**src/source/lce_pkg.sv**
```systemverilog
/*
 * shared widths and message type encodings for the LCE miss engine,
 * the command payload union and the address to directory mapping
 */
package lce_pkg;

  localparam int paddr_width = 32;
  localparam int dword_width = 64;
  localparam int way_width = 3;
  localparam int block_offset_width = 6;
  localparam int tag_width = 20;
  localparam int lce_id_width = 4;
  localparam int cce_id_width = 4;
  // uncached access size, log2 of the byte count
  localparam int uc_size_width = 2;

  typedef enum logic [1:0] {miss_load, miss_store, uc_load, uc_store} cache_req_type_e;

  typedef enum logic [1:0] {rd, wr, uc_rd, uc_wr} lce_req_type_e;

  typedef enum logic [2:0] {
    set_tag,
    set_tag_wakeup,
    data,
    uc_data,
    invalidate
  } lce_cmd_type_e;

  typedef enum logic {coh_ack, inv_ack} lce_resp_type_e;

  typedef enum logic [1:0] {invalid, shared, exclusive} coh_state_e;

  // data and uc_data use the whole word, set_tag packs tag and state at the bottom
  typedef union packed {
    logic [dword_width-1:0] data_word;
    struct packed {
      logic [dword_width-tag_width-3:0] pad;
      coh_state_e state;
      logic [tag_width-1:0] tag;
    } tag_info;
  } lce_cmd_payload_u;

  // block address interleaved across the directories
  function automatic logic [cce_id_width-1:0] cce_id_of(
    input logic [paddr_width-1:0] addr,
    input int unsigned num_cce
  );
    logic [paddr_width-1:0] block_addr;
    block_addr = addr >> block_offset_width;
    return cce_id_width'(block_addr % num_cce);
  endfunction

endpackage
```
**src/source/lce_top.sv**
```systemverilog
/*
 * LCE miss engine top: request FSM, command handler and response merge
 */
`timescale 1ns/1ps

module lce_top #(
  parameter int num_cce_p = 4,
  parameter int timeout_max_limit_p = 4
) (
  input  logic clk_i,
  input  logic reset_i,
  input  logic [lce_pkg::lce_id_width-1:0] lce_id_i,

  // cache side
  input  logic cache_req_v_i,
  input  lce_pkg::cache_req_type_e cache_req_type_i,
  input  logic [lce_pkg::paddr_width-1:0] cache_req_addr_i,
  input  logic [lce_pkg::uc_size_width-1:0] cache_req_size_i,
  input  logic [lce_pkg::dword_width-1:0] cache_req_data_i,
  input  logic cache_req_metadata_v_i,
  input  logic [lce_pkg::way_width-1:0] cache_req_way_i,
  input  logic cache_req_dirty_i,
  output logic cache_req_ready_o,
  output logic cache_req_complete_o,
  output logic [lce_pkg::paddr_width-1:0] miss_addr_o,
  input  logic dcache_free_i,

  // request network
  input  logic lce_req_ready_i,
  output logic lce_req_v_o,
  output lce_pkg::lce_req_type_e lce_req_type_o,
  output logic [lce_pkg::paddr_width-1:0] lce_req_addr_o,
  output logic [lce_pkg::cce_id_width-1:0] lce_req_dst_o,
  output logic [lce_pkg::lce_id_width-1:0] lce_req_src_o,
  output logic [lce_pkg::uc_size_width-1:0] lce_req_size_o,
  output logic [lce_pkg::dword_width-1:0] lce_req_data_o,
  output logic [lce_pkg::way_width-1:0] lce_req_lru_way_o,
  output logic lce_req_lru_dirty_o,

  // command network
  input  logic lce_cmd_v_i,
  input  lce_pkg::lce_cmd_type_e lce_cmd_type_i,
  input  logic [lce_pkg::paddr_width-1:0] lce_cmd_addr_i,
  input  logic [lce_pkg::way_width-1:0] lce_cmd_way_i,
  input  logic [lce_pkg::dword_width-1:0] lce_cmd_payload_i,
  output logic lce_cmd_ready_o,

  // response network
  input  logic lce_resp_yumi_i,
  output logic lce_resp_v_o,
  output lce_pkg::lce_resp_type_e lce_resp_type_o,
  output logic [lce_pkg::paddr_width-1:0] lce_resp_addr_o,
  output logic [lce_pkg::cce_id_width-1:0] lce_resp_dst_o,
  output logic [lce_pkg::lce_id_width-1:0] lce_resp_src_o,

  // memory write strobes
  output logic tag_mem_v_o,
  output logic [lce_pkg::paddr_width-1:0] tag_mem_addr_o,
  output logic [lce_pkg::way_width-1:0] tag_mem_way_o,
  output logic [lce_pkg::tag_width-1:0] tag_mem_tag_o,
  output lce_pkg::coh_state_e tag_mem_state_o,
  output logic data_mem_v_o,
  output logic [lce_pkg::way_width-1:0] data_mem_way_o,
  output logic [lce_pkg::dword_width-1:0] data_mem_data_o,
  output logic uc_data_v_o,
  output logic [lce_pkg::dword_width-1:0] uc_data_o
);

  logic cmd_ready;
  logic coherence_blocked;
  logic set_tag_received;
  logic set_tag_wakeup_received;
  logic data_received;
  logic uc_data_received;

  logic ack_v;
  logic ack_yumi;
  logic [lce_pkg::paddr_width-1:0] ack_addr;
  logic [lce_pkg::cce_id_width-1:0] ack_dst;
  logic inv_v;
  logic inv_yumi;
  logic [lce_pkg::paddr_width-1:0] inv_addr;
  logic [lce_pkg::cce_id_width-1:0] inv_dst;

  lce_req_handler #(
    .num_cce_p(num_cce_p),
    .timeout_max_limit_p(timeout_max_limit_p)
  ) req_handler_inst (
    .clk_i, .reset_i, .lce_id_i,
    .cache_req_v_i, .cache_req_type_i, .cache_req_addr_i, .cache_req_size_i,
    .cache_req_data_i, .cache_req_metadata_v_i, .cache_req_way_i, .cache_req_dirty_i,
    .cache_req_ready_o, .cache_req_complete_o, .miss_addr_o,
    .cmd_ready_i(cmd_ready),
    .coherence_blocked_i(coherence_blocked),
    .set_tag_received_i(set_tag_received),
    .set_tag_wakeup_received_i(set_tag_wakeup_received),
    .data_received_i(data_received),
    .uc_data_received_i(uc_data_received),
    .lce_req_ready_i, .lce_req_v_o, .lce_req_type_o, .lce_req_addr_o, .lce_req_dst_o,
    .lce_req_src_o, .lce_req_size_o, .lce_req_data_o, .lce_req_lru_way_o,
    .lce_req_lru_dirty_o,
    .resp_yumi_i(ack_yumi),
    .resp_v_o(ack_v),
    .resp_addr_o(ack_addr),
    .resp_dst_o(ack_dst)
  );

  lce_cmd_handler #(
    .num_cce_p(num_cce_p)
  ) cmd_handler_inst (
    .clk_i, .reset_i,
    .lce_cmd_v_i, .lce_cmd_type_i, .lce_cmd_addr_i, .lce_cmd_way_i, .lce_cmd_payload_i,
    .lce_cmd_ready_o, .dcache_free_i,
    .cmd_ready_o(cmd_ready),
    .coherence_blocked_o(coherence_blocked),
    .set_tag_received_o(set_tag_received),
    .set_tag_wakeup_received_o(set_tag_wakeup_received),
    .data_received_o(data_received),
    .uc_data_received_o(uc_data_received),
    .tag_mem_v_o, .tag_mem_addr_o, .tag_mem_way_o, .tag_mem_tag_o, .tag_mem_state_o,
    .data_mem_v_o, .data_mem_way_o, .data_mem_data_o, .uc_data_v_o, .uc_data_o,
    .inv_yumi_i(inv_yumi),
    .inv_v_o(inv_v),
    .inv_addr_o(inv_addr),
    .inv_dst_o(inv_dst)
  );

  lce_resp_arb resp_arb_inst (
    .inv_v_i(inv_v), .inv_addr_i(inv_addr), .inv_dst_i(inv_dst),
    .ack_v_i(ack_v), .ack_addr_i(ack_addr), .ack_dst_i(ack_dst),
    .lce_id_i, .lce_resp_yumi_i,
    .lce_resp_v_o, .lce_resp_type_o, .lce_resp_addr_o, .lce_resp_dst_o, .lce_resp_src_o,
    .inv_yumi_o(inv_yumi),
    .ack_yumi_o(ack_yumi)
  );

endmodule

```
**src/source/lce_resp_arb.sv**
```systemverilog
/*
 * fixed priority response merge, invalidate ack ahead of coherence ack
 */
`timescale 1ns/1ps

module lce_resp_arb (
  input  logic inv_v_i,
  input  logic [lce_pkg::paddr_width-1:0] inv_addr_i,
  input  logic [lce_pkg::cce_id_width-1:0] inv_dst_i,
  input  logic ack_v_i,
  input  logic [lce_pkg::paddr_width-1:0] ack_addr_i,
  input  logic [lce_pkg::cce_id_width-1:0] ack_dst_i,
  input  logic [lce_pkg::lce_id_width-1:0] lce_id_i,

  input  logic lce_resp_yumi_i,
  output logic lce_resp_v_o,
  output lce_pkg::lce_resp_type_e lce_resp_type_o,
  output logic [lce_pkg::paddr_width-1:0] lce_resp_addr_o,
  output logic [lce_pkg::cce_id_width-1:0] lce_resp_dst_o,
  output logic [lce_pkg::lce_id_width-1:0] lce_resp_src_o,
  output logic inv_yumi_o,
  output logic ack_yumi_o
);

  assign lce_resp_v_o = inv_v_i | ack_v_i;
  assign lce_resp_type_o = inv_v_i ? lce_pkg::inv_ack : lce_pkg::coh_ack;
  assign lce_resp_addr_o = inv_v_i ? inv_addr_i : ack_addr_i;
  assign lce_resp_dst_o = inv_v_i ? inv_dst_i : ack_dst_i;
  assign lce_resp_src_o = lce_id_i;

  // yumi only goes back to the source that was forwarded
  assign inv_yumi_o = inv_v_i & lce_resp_yumi_i;
  assign ack_yumi_o = ~inv_v_i & ack_v_i & lce_resp_yumi_i;

endmodule

```
**src/source/lce_cmd_handler.sv**
```systemverilog
/*
 * directory command handler: holds one command, writes tag and data
 * memories when free, signals the request FSM and sends invalidate acks
 */
`timescale 1ns/1ps

module lce_cmd_handler #(
  parameter int num_cce_p = 4
) (
  input  logic clk_i,
  input  logic reset_i,

  input  logic lce_cmd_v_i,
  input  lce_pkg::lce_cmd_type_e lce_cmd_type_i,
  input  logic [lce_pkg::paddr_width-1:0] lce_cmd_addr_i,
  input  logic [lce_pkg::way_width-1:0] lce_cmd_way_i,
  input  logic [lce_pkg::dword_width-1:0] lce_cmd_payload_i,
  output logic lce_cmd_ready_o,

  input  logic dcache_free_i,
  output logic cmd_ready_o,
  output logic coherence_blocked_o,
  output logic set_tag_received_o,
  output logic set_tag_wakeup_received_o,
  output logic data_received_o,
  output logic uc_data_received_o,

  output logic tag_mem_v_o,
  output logic [lce_pkg::paddr_width-1:0] tag_mem_addr_o,
  output logic [lce_pkg::way_width-1:0] tag_mem_way_o,
  output logic [lce_pkg::tag_width-1:0] tag_mem_tag_o,
  output lce_pkg::coh_state_e tag_mem_state_o,
  output logic data_mem_v_o,
  output logic [lce_pkg::way_width-1:0] data_mem_way_o,
  output logic [lce_pkg::dword_width-1:0] data_mem_data_o,
  output logic uc_data_v_o,
  output logic [lce_pkg::dword_width-1:0] uc_data_o,

  input  logic inv_yumi_i,
  output logic inv_v_o,
  output logic [lce_pkg::paddr_width-1:0] inv_addr_o,
  output logic [lce_pkg::cce_id_width-1:0] inv_dst_o
);

  logic cmd_v_r;
  logic inv_v_r;
  logic write_fire;
  logic is_inv;

  lce_pkg::lce_cmd_type_e type_r;
  logic [lce_pkg::paddr_width-1:0] addr_r;
  logic [lce_pkg::way_width-1:0] way_r;
  lce_pkg::lce_cmd_payload_u payload_r;

  assign lce_cmd_ready_o = ~cmd_v_r;
  assign cmd_ready_o = ~cmd_v_r;
  // an invalidate waiting on its ack no longer needs the memories
  assign coherence_blocked_o = cmd_v_r & ~inv_v_r & ~dcache_free_i;
  assign write_fire = cmd_v_r & ~inv_v_r & dcache_free_i;
  assign is_inv = (type_r == lce_pkg::invalidate);

  assign set_tag_received_o = write_fire & (type_r == lce_pkg::set_tag);
  assign set_tag_wakeup_received_o = write_fire & (type_r == lce_pkg::set_tag_wakeup);
  assign data_received_o = write_fire & (type_r == lce_pkg::data);
  assign uc_data_received_o = write_fire & (type_r == lce_pkg::uc_data);

  assign tag_mem_v_o = set_tag_received_o | set_tag_wakeup_received_o | (write_fire & is_inv);
  assign tag_mem_addr_o = addr_r;
  assign tag_mem_way_o = way_r;
  assign tag_mem_tag_o = payload_r.tag_info.tag;
  assign tag_mem_state_o = is_inv ? lce_pkg::invalid : payload_r.tag_info.state;

  assign data_mem_v_o = data_received_o;
  assign data_mem_way_o = way_r;
  assign data_mem_data_o = payload_r.data_word;
  assign uc_data_v_o = uc_data_received_o;
  assign uc_data_o = payload_r.data_word;

  assign inv_v_o = inv_v_r;
  assign inv_addr_o = addr_r;
  assign inv_dst_o = lce_pkg::cce_id_of(addr_r, num_cce_p);

  always_ff @(posedge clk_i) begin
    if (reset_i) begin
      cmd_v_r <= 1'b0;
      inv_v_r <= 1'b0;
    end else if (!cmd_v_r) begin
      cmd_v_r <= lce_cmd_v_i;
    end else if (write_fire) begin
      // invalidate stays held until its ack is taken
      inv_v_r <= is_inv;
      cmd_v_r <= is_inv;
    end else if (inv_v_r && inv_yumi_i) begin
      inv_v_r <= 1'b0;
      cmd_v_r <= 1'b0;
    end
  end

  always_ff @(posedge clk_i) begin
    if (lce_cmd_v_i && lce_cmd_ready_o) begin
      type_r <= lce_cmd_type_i;
      addr_r <= lce_cmd_addr_i;
      way_r <= lce_cmd_way_i;
      payload_r <= lce_cmd_payload_i;
    end
  end

endmodule

```
**src/source/lce_req_handler.sv**
```systemverilog
/*
 * miss request FSM of the LCE: turns cache misses into directory requests,
 * tracks fill completion and sends the coherence ack,
 * plus metadata bypass register and memory starvation timeout
 */
`timescale 1ns/1ps

module lce_req_handler #(
  parameter int num_cce_p = 4,
  parameter int timeout_max_limit_p = 4
) (
  input  logic clk_i,
  input  logic reset_i,
  input  logic [lce_pkg::lce_id_width-1:0] lce_id_i,

  input  logic cache_req_v_i,
  input  lce_pkg::cache_req_type_e cache_req_type_i,
  input  logic [lce_pkg::paddr_width-1:0] cache_req_addr_i,
  input  logic [lce_pkg::uc_size_width-1:0] cache_req_size_i,
  input  logic [lce_pkg::dword_width-1:0] cache_req_data_i,
  input  logic cache_req_metadata_v_i,
  input  logic [lce_pkg::way_width-1:0] cache_req_way_i,
  input  logic cache_req_dirty_i,
  output logic cache_req_ready_o,
  output logic cache_req_complete_o,
  output logic [lce_pkg::paddr_width-1:0] miss_addr_o,

  input  logic cmd_ready_i,
  input  logic coherence_blocked_i,
  input  logic set_tag_received_i,
  input  logic set_tag_wakeup_received_i,
  input  logic data_received_i,
  input  logic uc_data_received_i,

  input  logic lce_req_ready_i,
  output logic lce_req_v_o,
  output lce_pkg::lce_req_type_e lce_req_type_o,
  output logic [lce_pkg::paddr_width-1:0] lce_req_addr_o,
  output logic [lce_pkg::cce_id_width-1:0] lce_req_dst_o,
  output logic [lce_pkg::lce_id_width-1:0] lce_req_src_o,
  output logic [lce_pkg::uc_size_width-1:0] lce_req_size_o,
  output logic [lce_pkg::dword_width-1:0] lce_req_data_o,
  output logic [lce_pkg::way_width-1:0] lce_req_lru_way_o,
  output logic lce_req_lru_dirty_o,

  input  logic resp_yumi_i,
  output logic resp_v_o,
  output logic [lce_pkg::paddr_width-1:0] resp_addr_o,
  output logic [lce_pkg::cce_id_width-1:0] resp_dst_o
);

  localparam int cnt_width = $clog2(timeout_max_limit_p + 1);

  enum logic [2:0] {
    st_ready,
    st_send_cached,
    st_send_uc_load,
    st_sleep,
    st_send_ack
  } state_r, state_n;

  logic accept;
  logic timeout;
  logic [cnt_width-1:0] timeout_cnt_r;

  logic [lce_pkg::paddr_width-1:0] miss_addr_r;
  logic load_not_store_r;
  logic [lce_pkg::uc_size_width-1:0] size_r;

  logic meta_en;
  logic meta_v_r;
  logic meta_v;
  logic [lce_pkg::way_width-1:0] meta_way_r;
  logic meta_dirty_r;

  logic tag_seen_r;
  logic data_seen_r;
  logic tag_seen;
  logic data_seen;

  assign accept = cache_req_v_i & cache_req_ready_o;
  assign cache_req_ready_o = (state_r == st_ready) & lce_req_ready_i & cmd_ready_i & ~timeout;
  assign miss_addr_o = miss_addr_r;

  // metadata may come with the request or any cycle after it
  assign meta_en = accept | cache_req_metadata_v_i;
  assign meta_v = meta_en ? cache_req_metadata_v_i : meta_v_r;
  assign lce_req_lru_way_o = cache_req_metadata_v_i ? cache_req_way_i : meta_way_r;
  assign lce_req_lru_dirty_o = cache_req_metadata_v_i ? cache_req_dirty_i : meta_dirty_r;

  // set_tag and data can land in either order while asleep
  assign tag_seen = tag_seen_r | set_tag_received_i;
  assign data_seen = data_seen_r | data_received_i;

  assign lce_req_src_o = lce_id_i;
  assign lce_req_dst_o = lce_pkg::cce_id_of(lce_req_addr_o, num_cce_p);
  assign resp_addr_o = miss_addr_r;
  assign resp_dst_o = lce_pkg::cce_id_of(miss_addr_r, num_cce_p);

  always_comb begin
    state_n = state_r;
    lce_req_v_o = 1'b0;
    lce_req_type_o = load_not_store_r ? lce_pkg::rd : lce_pkg::wr;
    lce_req_addr_o = miss_addr_r;
    lce_req_size_o = size_r;
    lce_req_data_o = '0;
    cache_req_complete_o = 1'b0;
    resp_v_o = 1'b0;

    case (state_r)
      st_ready: begin
        if (accept) begin
          if (cache_req_type_i == lce_pkg::uc_store) begin
            // uncached store goes out directly, nothing to wait for
            lce_req_v_o = 1'b1;
            lce_req_type_o = lce_pkg::uc_wr;
            lce_req_addr_o = cache_req_addr_i;
            lce_req_size_o = cache_req_size_i;
            lce_req_data_o = cache_req_data_i;
            cache_req_complete_o = 1'b1;
          end else if (cache_req_type_i == lce_pkg::uc_load) begin
            state_n = st_send_uc_load;
          end else begin
            state_n = st_send_cached;
          end
        end
      end

      st_send_cached: begin
        lce_req_v_o = lce_req_ready_i & meta_v;
        if (lce_req_v_o) begin
          state_n = st_sleep;
        end
      end

      st_send_uc_load: begin
        lce_req_v_o = lce_req_ready_i & meta_v;
        lce_req_type_o = lce_pkg::uc_rd;
        if (lce_req_v_o) begin
          state_n = st_sleep;
        end
      end

      st_sleep: begin
        if (set_tag_wakeup_received_i) begin
          state_n = st_send_ack;
        end else if (uc_data_received_i) begin
          state_n = st_ready;
        end else if (tag_seen & data_seen) begin
          state_n = st_send_ack;
        end
      end

      st_send_ack: begin
        resp_v_o = 1'b1;
        if (resp_yumi_i) begin
          state_n = st_ready;
        end
      end

      default: begin
        state_n = st_ready;
      end
    endcase
  end

  always_ff @(posedge clk_i) begin
    if (reset_i) begin
      state_r <= st_ready;
      meta_v_r <= 1'b0;
      tag_seen_r <= 1'b0;
      data_seen_r <= 1'b0;
    end else begin
      state_r <= state_n;
      if (meta_en) begin
        meta_v_r <= cache_req_metadata_v_i;
      end
      if (accept) begin
        tag_seen_r <= 1'b0;
        data_seen_r <= 1'b0;
      end else if (state_r == st_sleep) begin
        tag_seen_r <= tag_seen;
        data_seen_r <= data_seen;
      end
    end
  end

  always_ff @(posedge clk_i) begin
    if (accept) begin
      miss_addr_r <= cache_req_addr_i;
      load_not_store_r <= (cache_req_type_i == lce_pkg::miss_load);
      size_r <= cache_req_size_i;
    end
    if (cache_req_metadata_v_i) begin
      meta_way_r <= cache_req_way_i;
      meta_dirty_r <= cache_req_dirty_i;
    end
  end

  // consecutive cycles a held command has waited on the memories
  always_ff @(posedge clk_i) begin
    if (reset_i || !coherence_blocked_i) begin
      timeout_cnt_r <= '0;
    end else if (!timeout) begin
      timeout_cnt_r <= timeout_cnt_r + 1'b1;
    end
  end

  // stalls the cache to free a memory slot for the command
  assign timeout = (timeout_cnt_r == cnt_width'(timeout_max_limit_p));

endmodule

```
**config.mk**
```make
export PLATFORM = sky130hd
export DESIGN_NAME = lce_top
export DESIGN_NICKNAME = d
export VERILOG_FILES = /design/src/source/lce_pkg.sv /design/src/source/lce_top.sv /design/src/source/lce_resp_arb.sv /design/src/source/lce_cmd_handler.sv /design/src/source/lce_req_handler.sv
export SDC_FILE = /design/constraint.sdc
export NUM_CORES = 1
export LEC_CHECK = 0
export ABC_AREA = 1
export BUFFER_PORTS_ARGS = -buffer_cell sky130_fd_sc_hd__buf_2
export CAP_MARGIN = 20
export CORE_AREA = 2 2 230 232
export CTS_BUF_LIST = sky130_fd_sc_hd__clkbuf_8
export DETAILED_ROUTE_END_ITERATION = 7
export DIE_AREA = 0 0 232 234
export GPL_TIMING_DRIVEN = 0
export PLACE_DENSITY_LB_ADDON = 0.12
export SLEW_MARGIN = 40
export SYNTH_ARGS = -nofsm -noshare
export SYNTH_HDL_FRONTEND = slang
export SYNTH_SLANG_ARGS = --single-unit
```
**constraint.sdc**
```tcl
create_clock -name clk_i -period 12.5 [get_ports clk_i]
set_clock_uncertainty 0.2 [all_clocks]
set_input_delay 2.5 -clock clk_i [delete_from_list [all_inputs] [get_ports clk_i]]
set_output_delay 2.5 -clock clk_i [all_outputs]
set_load 0.005 [all_outputs]
```
==> impl_results.md, run 1 <==
- Seq pwr share: 0.466
- Synth area leaders: edfxtp_1, buf_4, nand2_1
- IO Port Bufs: 590
- Outcome: completed
- Gpl congestion: 0.758
- Post-layout minimum cycle time: 7.21 ns
- Arr. time, crit path: 4.51 ns
- Leakage: 5.73 nW
- WL/cell: 17.0 um
- Critical-path cell list: buf_2 -> nand3_1 -> nor2_4 -> nand2_4 -> nor2_4 -> clkbuf_1 -> o21ai_0 -> buf_4 -> buf_2
- Final Cycle Share: 0.577
- Pwr Density: 116 mW/mm^2
- Boundary Pins: 599
- Worst Hold Class: flip-flop to flip-flop
- Nets: 1,545
- Post-synth top cells: nand2_1, edfxtp_1, buf_4, inv_1, o21ai_0
- Die Height: 234 um
- Post-CTS Hold Buffers: 0
- Placed inst area: 0.0112 sq mm
- CP required: 9.80 ns
- Setup Fix Bufs, Post-CTS: 0
- Routed WL: 34,500 um
- Yosys warns: 0
- Layout cells sized above 1: 0.575
- Initial DRT Pass Iterations: 4
- Slew Viols, Final: 0
- Clock slew at reported path FFs: 0.10 ns
- Worst hold margin: 0.251 ns
- Max-slew headroom: 0.469
- Total core area: 0.0520 sq mm
- Fmax: 0.139 GHz
- Detailed Place HPWL: 28,500 um
- Final cell count without fillers: 2,027
- Slowest-stage cell, CP: clkbuf_1
- Clock latency on the worst-skew pair: 0.55 ns
- Most used standard cell by instance count after synthesis: nand2_1
- Logic pwr share: 0.220
- Design area: 0.0116 sq mm
- Largest net degree at the start of global routing: 24
- Clk buf depth: 2
- EDFF count, synth: 137
- Die W: 232 um
- Switch share: 0.302
- CTS root buf: clkbuf_8
- Startpoint Class: input port
- Final setup fails: 0
- Rows: 84
- Critical Path Sink Type: output pin
- CTS-repair resized insts: 0
- Cells after Synth: 706
- Critical path class: input port to output pin
- Total negative setup slack: 0 ns
- CP Buf/Inv Count: 4
- Inst Count DP: 1,994
- Synth Flop Type: edfxtp_1
- Async S/R FF share, synth: 0
- Register area share after synthesis: 0.616
- CP top delay family: buffers and inverters
- Post-Route Utilization: 0.222
- Sw power: 405 uW
- RSZ-0062 raised after global routing: no
- Total Routing Usage GR: 0.121
- TritonCTS clock tree: built
- Via count: 7,052
- Initial drt markers: 232
- Vias per inst: 3.48
- Initial antenna violation count: 6
- Avg Cell Area, Syn: 10.2 sq um
- Post-route ant nets: 0
- Hold Vio Cnt, Final: 0
- Total CTS buffers: 17
- Worst slew pin tran: 0.797 ns
- Peak supply drop: 0.0675 mV
- Starting density of the core: 0.138
- CP max stage delay: 0.64 ns
- Flop and latch count out of synthesis: 152
- Grt ovf: 0
- DRC: 0
- First-pass GRT wire length: 45,000 um
- Crit Path Max Fanout: 10
- Clock power frac: 0.314
- Die footprint: 0.0543 sq mm
- Cell Int Power: 934 uW
- P&R area growth vs syn: 61.4%
- # clock sinks: 152
- Dominant cell type by area after synthesis: edfxtp_1
- Synthesized area: 0.00717 sq mm
- Share of the synthesized area in the top cell type: 0.574
- H-tree depth: 4
- Maximum capacitance violations: 0
- Vias in the first global route: 6,616
- Synth cell types: 27
metrics by stage:
step                power [mW]  setup WS (ns)
finish                    1.34           5.29
global route              1.42           5.06
CTS                       1.38           5.18
detailed placement       0.938           5.18
global placement         0.938           1.46
floorplan                0.758           4.90
power groups by stage:
stage | clock [mW] | sequential, mW | combinational (mW)
floorplan | 0 | 0.638 | 0.120
CTS | 0.449 | 0.625 | 0.303
global placement | 0 | 0.643 | 0.295
finish | 0.421 | 0.624 | 0.294
global route | 0.462 | 0.630 | 0.327
detailed placement | 0 | 0.635 | 0.302
worst register-to-register path, cell delays in order (launching register included):
cell     delay [ns]
dfxtp_1        0.37
nor2_4         0.46
buf_16         0.24
buf_16         0.17
buf_8          0.20
buf_16         0.19
buf_8          0.20
area by class of cell:
cell class,instances,area (sq um)
Fill cell,5772,40500
Sequential cell,152,4410
Timing Repair Buffer,597,3100
Multi-Input combinational cell,333,1490
Buffer,127,921
Tap cell,688,861
Inverter,97,367
Clock buffer,17,234
Clock inverter,15,175
Antenna cell,1,2.50
kinds of logic after synthesis:
| logic type | count (synthesis) | synth area share |
|---|---|---|
| simple gates | 242 | 0.140 |
| buf+inv | 224 | 0.179 |
| flops | 152 | 0.616 |
| compound gates | 84 | 0.0602 |
| fa+ha+maj | 2 | 0.00349 |
| xor+xnor | 1 | 0.00122 |
| other cells | 1 | 0.000523 |
layout by cell type, fill, tap and decap left out, types with 2 or more instances in the layout:
master and n:
inv_2 2, inv_6 3, clkinvlp_4 3, buf_8 3, clkbuf_2 3, nor2_4 3
bufinv_16 3, nand3_1 9, nor2_1 62, dfxtp_1 15, o21ai_0 68, clkbuf_8 17
ha_1 2, buf_2 591, o21ai_1 2, buf_16 3, nand2_1 141, nor2_2 20
a21oi_1 10, buf_6 7, inv_1 95, clkbuf_1 13, clkinv_1 2, buf_4 103
nor3_1 4, edfxtp_1 137, conb_1 4
routing by layer:
metal | routed length [um] | track usage | vias to the layer above
met1 | 12700 | 0.126 | 3215
met3 | 3330 | 0.0502 | 39
li1 | - | - | 3397
met4 | 827 | 0.0465 | 4
met5 | 24 | 0 | -
met2 | 17600 | 0.216 | 397
flip-flops by register name, summed over array words and instances, names as in the netlist, 2 cells and up:
| signal | cells |
|---|---|
| cmd_handler_inst.data_mem_data_o | 64 |
| cmd_handler_inst.data_mem_way_o | 3 |
| cmd_handler_inst.inv_addr_o | 32 |
| cmd_handler_inst.type_r | 3 |
| req_handler_inst.meta_way_r | 3 |
| req_handler_inst.miss_addr_o | 32 |
| req_handler_inst.size_r | 2 |
| req_handler_inst.state_r | 3 |
| req_handler_inst.timeout_cnt_r | 3 |
worst paths after layout:
check | endpoint | cells past startpoint | slack, ns | startpoint
hold reg to reg | req_handler_inst.meta_way_r[1] | 2 | 0.25 | req_handler_inst.meta_way_r[1]
setup reg to reg | cmd_handler_inst.inv_addr_o[16] | 6 | 10.19 | cmd_handler_inst.cmd_v_r
setup / recovery | lce_req_dst_o[0] | 9 | 5.29 | lce_req_ready_i
hold / removal | req_handler_inst.meta_way_r[1] | 2 | 0.25 | req_handler_inst.meta_way_r[1]
(Power assumes the default switching activity.)
==> run 2: changes to the inputs <==
==> constraint.sdc (replaced) <==
create_clock -name clk_i -period 6.25 [get_ports clk_i]
set_clock_uncertainty 0.2 [all_clocks]
set_input_delay 1.25 -clock clk_i [delete_from_list [all_inputs] [get_ports clk_i]]
set_output_delay 1.25 -clock clk_i [all_outputs]
set_load 0.005 [all_outputs]
==> impl_results.md, run 2 (synthesis gave the netlist of run 1 again) <==
- Outcome: completed
- Pwr Density: 223 mW/mm^2 (+93%)
- DP Worst Slack: 1.59 ns (-3.59 ns)
- Initial drt markers: 211 (-9.1%)
- Worst Reg-to-Reg Cells: 8 (+2)
- Max reg flops: 64 (unchanged)
- Crit Path Max Fanout: 10 (unchanged)
- Commonest non-fill, non-tap cells in the layout: buf_2, nand2_1, edfxtp_1
- Clock slew at reported path FFs: 0.09 ns (about the same)
- Grt ovf: 0 (unchanged)
- Critical Path Sink Type: output pin
- Die footprint: 0.0543 sq mm (unchanged)
- RSZ-0062 raised after global routing: no
- CP endpoint: lce_req_dst_o[0]
- Vias per inst: 3.44 (-1.3%)
- Die W: 232 um (unchanged)
- Largest net degree at the start of global routing: 28 (+17%)
- Detailed Place HPWL: 27,600 um (-3.5%)
- Max-slew headroom: 0.557 (+0.0878)
- Commonest non-fill, non-tap cell in the layout: buf_2
- RR Endpoint: req_handler_inst.miss_addr_o[15]
- TritonCTS clock tree: built
- Met3 Use GR: 0.0557 (+0.00547)
- Global Route met1 Usage: 0.118 (-0.00796)
- H-tree depth: 4 (unchanged)
- Final setup fails: 0 (unchanged)
- Slew Viols, Final: 0 (unchanged)
- Critical path class: flip-flop to output pin
- Via count: 6,963 (-1.3%)
- Worst slew pin tran: 0.665 ns (-0.132 ns)
- CP max stage delay: 0.55 ns (-0.09 ns)
- Total Routing Usage GR: 0.117 (-0.00331)
- RR Startpoint: req_handler_inst.timeout_cnt_r[0]
- DRC: 0 (unchanged)
- Leakage: 5.71 nW (-0.37%)
- Slowest-stage cell, CP: clkbuf_1
- Rows: 84 (unchanged)
- Die Height: 234 um (unchanged)
- Final Cycle Share: 0.736
- Post-route ant nets: 0 (unchanged)
- Fmax: 0.217 GHz
- Clk buf depth: 2 (unchanged)
- Peak supply drop: 0.132 mV (+96%)
- CP required: 4.80 ns (-5.00 ns)
- Global routing's busiest layer: met2
- Initial antenna violation count: 5 (-1)
- P&R area growth vs syn: 60.5%
- Gpl congestion: 0.736 (-2.8%)
- Critical-path cell list: inv_1 -> ha_1 -> nand2_1 -> nand3_1 -> nor2_4 -> nand2_4 -> nor2_4 -> clkbuf_1 -> o21ai_0 -> buf_4 -> buf_2
- Worst hold margin: 0.247 ns (-0.00346 ns)
- M2 GR Usage: 0.215 (-0.000560)
- Arr. time, crit path: 3.15 ns (-1.36 ns)
- CTS root buf: clkbuf_8
- Vias in the first global route: 6,724 (+1.6%)
- Clock latency on the worst-skew pair: 0.53 ns (-0.02 ns)
- Hold Vio Cnt, Final: 0 (unchanged)
- Worst Hold Class: flip-flop to flip-flop
- First-pass GRT wire length: 44,400 um (-1.3%)
- Setup Fix Bufs, Post-CTS: 0 (unchanged)
- Startpoint Class: flip-flop
- Post-layout minimum cycle time: 4.60 ns
- Total core area: 0.0520 sq mm (unchanged)
- Boundary Pins: 599 (unchanged)
- # clock sinks: 152 (unchanged)
- Critical Path Start: req_handler_inst.timeout_cnt_r[0]
- WL/cell: 16.4 um (-3.4%)
- Post-CTS Hold Buffers: 0 (unchanged)
- Setup slack after layout: 1.65 ns (-3.64 ns)
- Maximum capacitance violations: 0 (unchanged)
- Most frequent CP cell: nor2_4
- Total CTS buffers: 17 (unchanged)
- Reg2reg setup slack: 4.03 ns (-6.16 ns)
- IO Port Bufs: 590 (unchanged)
- Routed WL: 33,300 um (-3.4%)
- Starting density of the core: 0.138 (unchanged)
- CTS-repair resized insts: 0 (unchanged)
- Initial DRT Pass Iterations: 4 (unchanged)
- Nets: 1,545 (unchanged)
- Layout cells sized above 1: 0.573 (-0.00139)
[run 2: how the worst min path moves through the flow]
stage                                   startpoint                             end  slack, ns  cells after the start
finish               req_handler_inst.meta_dirty_r   req_handler_inst.meta_dirty_r       0.25                      2
CTS                 req_handler_inst.meta_way_r[2]  req_handler_inst.meta_way_r[2]       0.26                      2
global placement    req_handler_inst.meta_way_r[0]  req_handler_inst.meta_way_r[0]       0.23                      2
floorplan            req_handler_inst.meta_dirty_r   req_handler_inst.meta_dirty_r       0.24                      2
detailed placement   req_handler_inst.meta_dirty_r   req_handler_inst.meta_dirty_r       0.24                      2
global route         req_handler_inst.meta_dirty_r   req_handler_inst.meta_dirty_r       0.27                      2
[run 2: final cells by class]
class,instances,area (sq um)
diodes,3,7.51
plain buffers,127,921
clock buffers,17,234
clock inverters,13,110
fillers,5836,40500
inverters,97,367
multi-input cells,333,1490
flip-flops and latches,152,4410
well taps,688,861
repair buffers,597,3100
[run 2: layer usage]
metal | wire length, um | vias up
met5 | 24 | -
met1 | 11900 | 3174
met4 | 455 | 4
li1 | - | 3390
met3 | 3530 | 29
met2 | 17400 | 366
[run 2: through the flow]
step	area (sq um)	utilization	instances	total power [mW]	TNS (ns)
after CTS	11500	0.221	2024	2.64	0
after detailed placement	11200	0.214	1994	1.87	0
after global routing	11500	0.221	2024	2.73	0
final	11500	0.221	2027	2.57	0
after global placement	11000	0.211	1987	1.86	-40.18
after floorplan	7180	-	709	1.51	0
[run 2: power breakdown]
part	leakage [nW]	total [mW]	switching (mW)	internal (mW)
sequential	1.42	1.25	0.0478	1.20
combinational	4.11	0.581	0.308	0.273
clock	0.180	0.737	0.430	0.307
[run 2: critical path: cells and delay by family (launching register included)]
| family | cells | cell delay, ns |
|---|---|---|
| simple gates | 5 | 0.82 |
| flops | 1 | 0.38 |
| buf+inv | 4 | 0.92 |
| fa+ha+maj | 1 | 0.20 |
| compound gates | 1 | 0.28 |
==> run 3: changes to the inputs <==
--- a/config.mk
+++ b/config.mk
@@ -5,13 +5,13 @@
 export SDC_FILE = /design/constraint.sdc
 export NUM_CORES = 1
 export LEC_CHECK = 0
-export ABC_AREA = 1
+export ABC_AREA = 0
 export BUFFER_PORTS_ARGS = -buffer_cell sky130_fd_sc_hd__buf_2
 export CAP_MARGIN = 20
-export CORE_AREA = 2 2 230 232
+export CORE_AREA = 2 2 236 238
 export CTS_BUF_LIST = sky130_fd_sc_hd__clkbuf_8
 export DETAILED_ROUTE_END_ITERATION = 7
-export DIE_AREA = 0 0 232 234
+export DIE_AREA = 0 0 238 240
 export GPL_TIMING_DRIVEN = 0
 export PLACE_DENSITY_LB_ADDON = 0.12
 export SLEW_MARGIN = 40
==> constraint.sdc (replaced) <==
create_clock -name clk_i -period 4.7 [get_ports clk_i]
set_clock_uncertainty 0.2 [all_clocks]
set_input_delay 0.94 -clock clk_i [delete_from_list [all_inputs] [get_ports clk_i]]
set_output_delay 0.94 -clock clk_i [all_outputs]
set_load 0.005 [all_outputs]
==> impl_results.md, run 3 <==
- Nets: 1,406 (-9.0%)
- Grt ovf: 0 (unchanged)
- Die W: 238 um (+2.6%)
- H-tree depth: 4 (unchanged)
- Met1 Routed Length: 12,400 um (+4.4%)
- Outcome: completed
- Leakage: 5.67 nW (-0.67%)
- Peak supply drop: 0.150 mV (+13%)
- Arr. time, crit path: 3.01 ns (-0.14 ns)
- Slew Viols, Final: 0 (unchanged)
- First-pass GRT wire length: 44,200 um (-0.33%)
- # clock sinks: 152 (unchanged)
- Reg area: 0.00441 sq mm (unchanged)
- Initial antenna violation count: 13 (+8)
- Max Used Layer: met5
- Total CTS buffers: 17 (unchanged)
- Design area: 0.0114 sq mm (-1.2%)
- Synth area leaders: edfxtp_1, buf_4, nand2_1
- Vias in the first global route: 6,244 (-7.1%)
- P&R area growth vs syn: 61.2%
- Startpoint Class: flip-flop
- Yosys warns: 0 (unchanged)
- Post-synth top cells: edfxtp_1, nand2_1, buf_4, and3_1, mux2_2
- Layout cells sized above 1: 0.657 (+0.0839)
- Gpl congestion: 0.790 (+7.2%)
- Initial drt markers: 159 (-25%)
- Commonest non-fill, non-tap cell in the layout: buf_2
- Clk buf depth: 2 (unchanged)
- Starting density of the core: 0.129 (-0.00875)
- Post-CTS Hold Buffers: 0 (unchanged)
- Critical Path Start: req_handler_inst.timeout_cnt_r[0]
- Boundary Pins: 599 (unchanged)
- CTS-repair resized insts: 0 (unchanged)
- Fillers: 6,093 (+4.4%)
- Largest net degree at the start of global routing: 45 (+61%)
- Clock slew at reported path FFs: 0.09 ns (about the same)
- HP Start: req_handler_inst.meta_way_r[0]
- Async S/R FF share, synth: 0 (unchanged)
- TritonCTS clock tree: built
- Met2 wire length: 17,000 um (-2.5%)
- Critical path class: flip-flop to output pin
- CP required: 3.56 ns (-1.24 ns)
- Routed WL: 33,400 um (+0.21%)
- Most used standard cell by instance count after synthesis: edfxtp_1
- Initial DRT Pass Iterations: 6 (+2)
- WL/cell: 17.5 um (+6.5%)
- Fmax: 0.241 GHz
- EDFF count, synth: 137 (unchanged)
- Maximum capacitance violations: 0 (unchanged)
- Final Cycle Share: 0.884
- IO Port Bufs: 589 (-0.17%)
- Share of the synthesized area in the top cell type: 0.583 (+0.00937)
- Max-slew headroom: 0.568 (+0.0108)
- Flop and latch count out of synthesis: 152 (unchanged)
- Dominant cell type by area after synthesis: edfxtp_1
- Total Routing Usage GR: 0.111 (-0.00606)
- Post-layout minimum cycle time: 4.15 ns
- Post-Route Utilization: 0.208 (-0.0132)
- Vias per inst: 3.45 (+0.32%)
- Placed inst area: 0.0110 sq mm (-1.7%)
- Crit Path Max Fanout: 44 (+34)
- Register area share after synthesis: 0.626 (+0.0101)
- Inst Count DP: 1,871 (-6.2%)
- Critical Path Sink Type: output pin
- Setup Fix Bufs, Post-CTS: 0 (unchanged)
- Multi-input logic area: 0.00170 sq mm (+14%)
- Via count: 6,575 (-5.6%)
- Worst slew pin tran: 0.649 ns (-0.0161 ns)
- Final setup fails: 0 (unchanged)
- RSZ-0062 raised after global routing: no
- Synth cell types: 43 (+59%)
- Avg Cell Area, Syn: 12.3 sq um (+21%)
- Synthesized area: 0.00705 sq mm (-1.6%)
- DRC: 0 (unchanged)
- CTS root buf: clkbuf_8
- Routed length on met3: 3180 um (-10%)
- Post-route ant nets: 0 (unchanged)
- Hold Vio Cnt, Final: 0 (unchanged)
- Commonest non-fill, non-tap cells in the layout: buf_2, edfxtp_1, nand2_1
- Final cell count without fillers: 1,908 (-5.9%)
- Die Height: 240 um (+2.6%)
- Detailed Place HPWL: 27,100 um (-1.7%)
- Cells after Synth: 572 (-19%)
- Pwr Density: 305 mW/mm^2 (+37%)
- Clock latency on the worst-skew pair: 0.54 ns (about the same)
- Worst Hold Class: flip-flop to flip-flop
- Max reg flops: 64 (unchanged)
- Tot Pwr: 3.47 mW (+35%)
- Synth Flop Type: edfxtp_1
- Total core area: 0.0547 sq mm (+5.1%)
- Die footprint: 0.0571 sq mm (+5.2%)
- RR Startpoint: req_handler_inst.timeout_cnt_r[0]
- Rows: 86 (+2.4%)
-- run 3: cell types whose count changed after synthesis, moves of 7 or more --
| cell | before | now |
|---|---|---|
| inv_1 | 95 | 6 |
| and3_1 | 0 | 65 |
| o21ai_0 | 68 | 5 |
| nor2_1 | 63 | 11 |
| mux2_2 | 0 | 36 |
| nand2_1 | 141 | 113 |
| nor2_2 | 20 | 0 |
| buf_4 | 103 | 110 |
-- run 3: cell type report --
cell class / count / area share
multi-input cells: 286 / 0.150
clock buffers: 17 / 0.0206
flip-flops and latches: 152 / 0.388
inverters: 7 / 0.00231
repair buffers: 592 / 0.265
clock inverters: 15 / 0.0140
plain buffers: 130 / 0.0817
well taps: 704 / 0.0775
diodes: 5 / 0.00110
-- run 3: per-stage QoR --
step	hold WS (ns)	setup WS (ns)	setup TNS, ns
2_1_floorplan	0.263	0.868	0
6_report	0.279	0.547	0
5_1_grt	0.285	0.191	0
3_3_place_gp	0.257	-0.920	-91.16
4_1_cts	0.258	0.355	0
3_5_place_dp	0.264	0.587	0
-- run 3: layer usage --
| layer | up-vias | GRT usage |
|---|---|---|
| li1 | 3133 | - |
| met1 | 3045 | 0.118 |
| met2 | 348 | 0.195 |
| met3 | 39 | 0.0459 |
| met4 | 10 | 0.0473 |
| met5 | - | 0 |
-- run 3: power breakdown --
part | internal (mW) | leakage, nW | switching [mW] | total (mW)
clock | 0.395 | 0.192 | 0.656 | 1.05
sequential | 1.59 | 1.42 | 0.0756 | 1.67
combinational | 0.371 | 4.06 | 0.378 | 0.748
total | 2.36 | 5.67 | 1.11 | 3.47
-- run 3: worst max-delay path, cell delays in order, from the launching register on --
cell	delay [ns]
dfxtp_1	0.39
inv_1	0.06
ha_1	0.22
nand2_1	0.14
nor4b_4	0.49
buf_4	0.27
buf_4	0.52
and3_1	0.25
buf_2	0.11
-- run 3: kinds of logic (layout without fill, tap and decap cells) --
kind of cell / count (synthesis) / count (layout) / share of synthesized area
and+or+nand+nor: 219 / 219 / 0.155
DFF: 152 / 152 / 0.626
buffers and inverters: 137 / 761 / 0.135
muxes: 36 / 36 / 0.0575
AOI/OAI and AO/OA: 24 / 24 / 0.0220
adders and majority gates: 2 / 2 / 0.00355
other: 1 / 9 / 0.000532
xor gates and xnor gates: 1 / 1 / 0.00124
-- run 3: worst paths after layout --
kind	slack (ns)	to	depth (start not counted)
max reg2reg	2.00	req_handler_inst.miss_addr_o[4]	6
min reg2reg	0.28	req_handler_inst.meta_way_r[0]	1
min	0.28	req_handler_inst.meta_way_r[0]	1
max	0.55	lce_req_data_o[57]	8
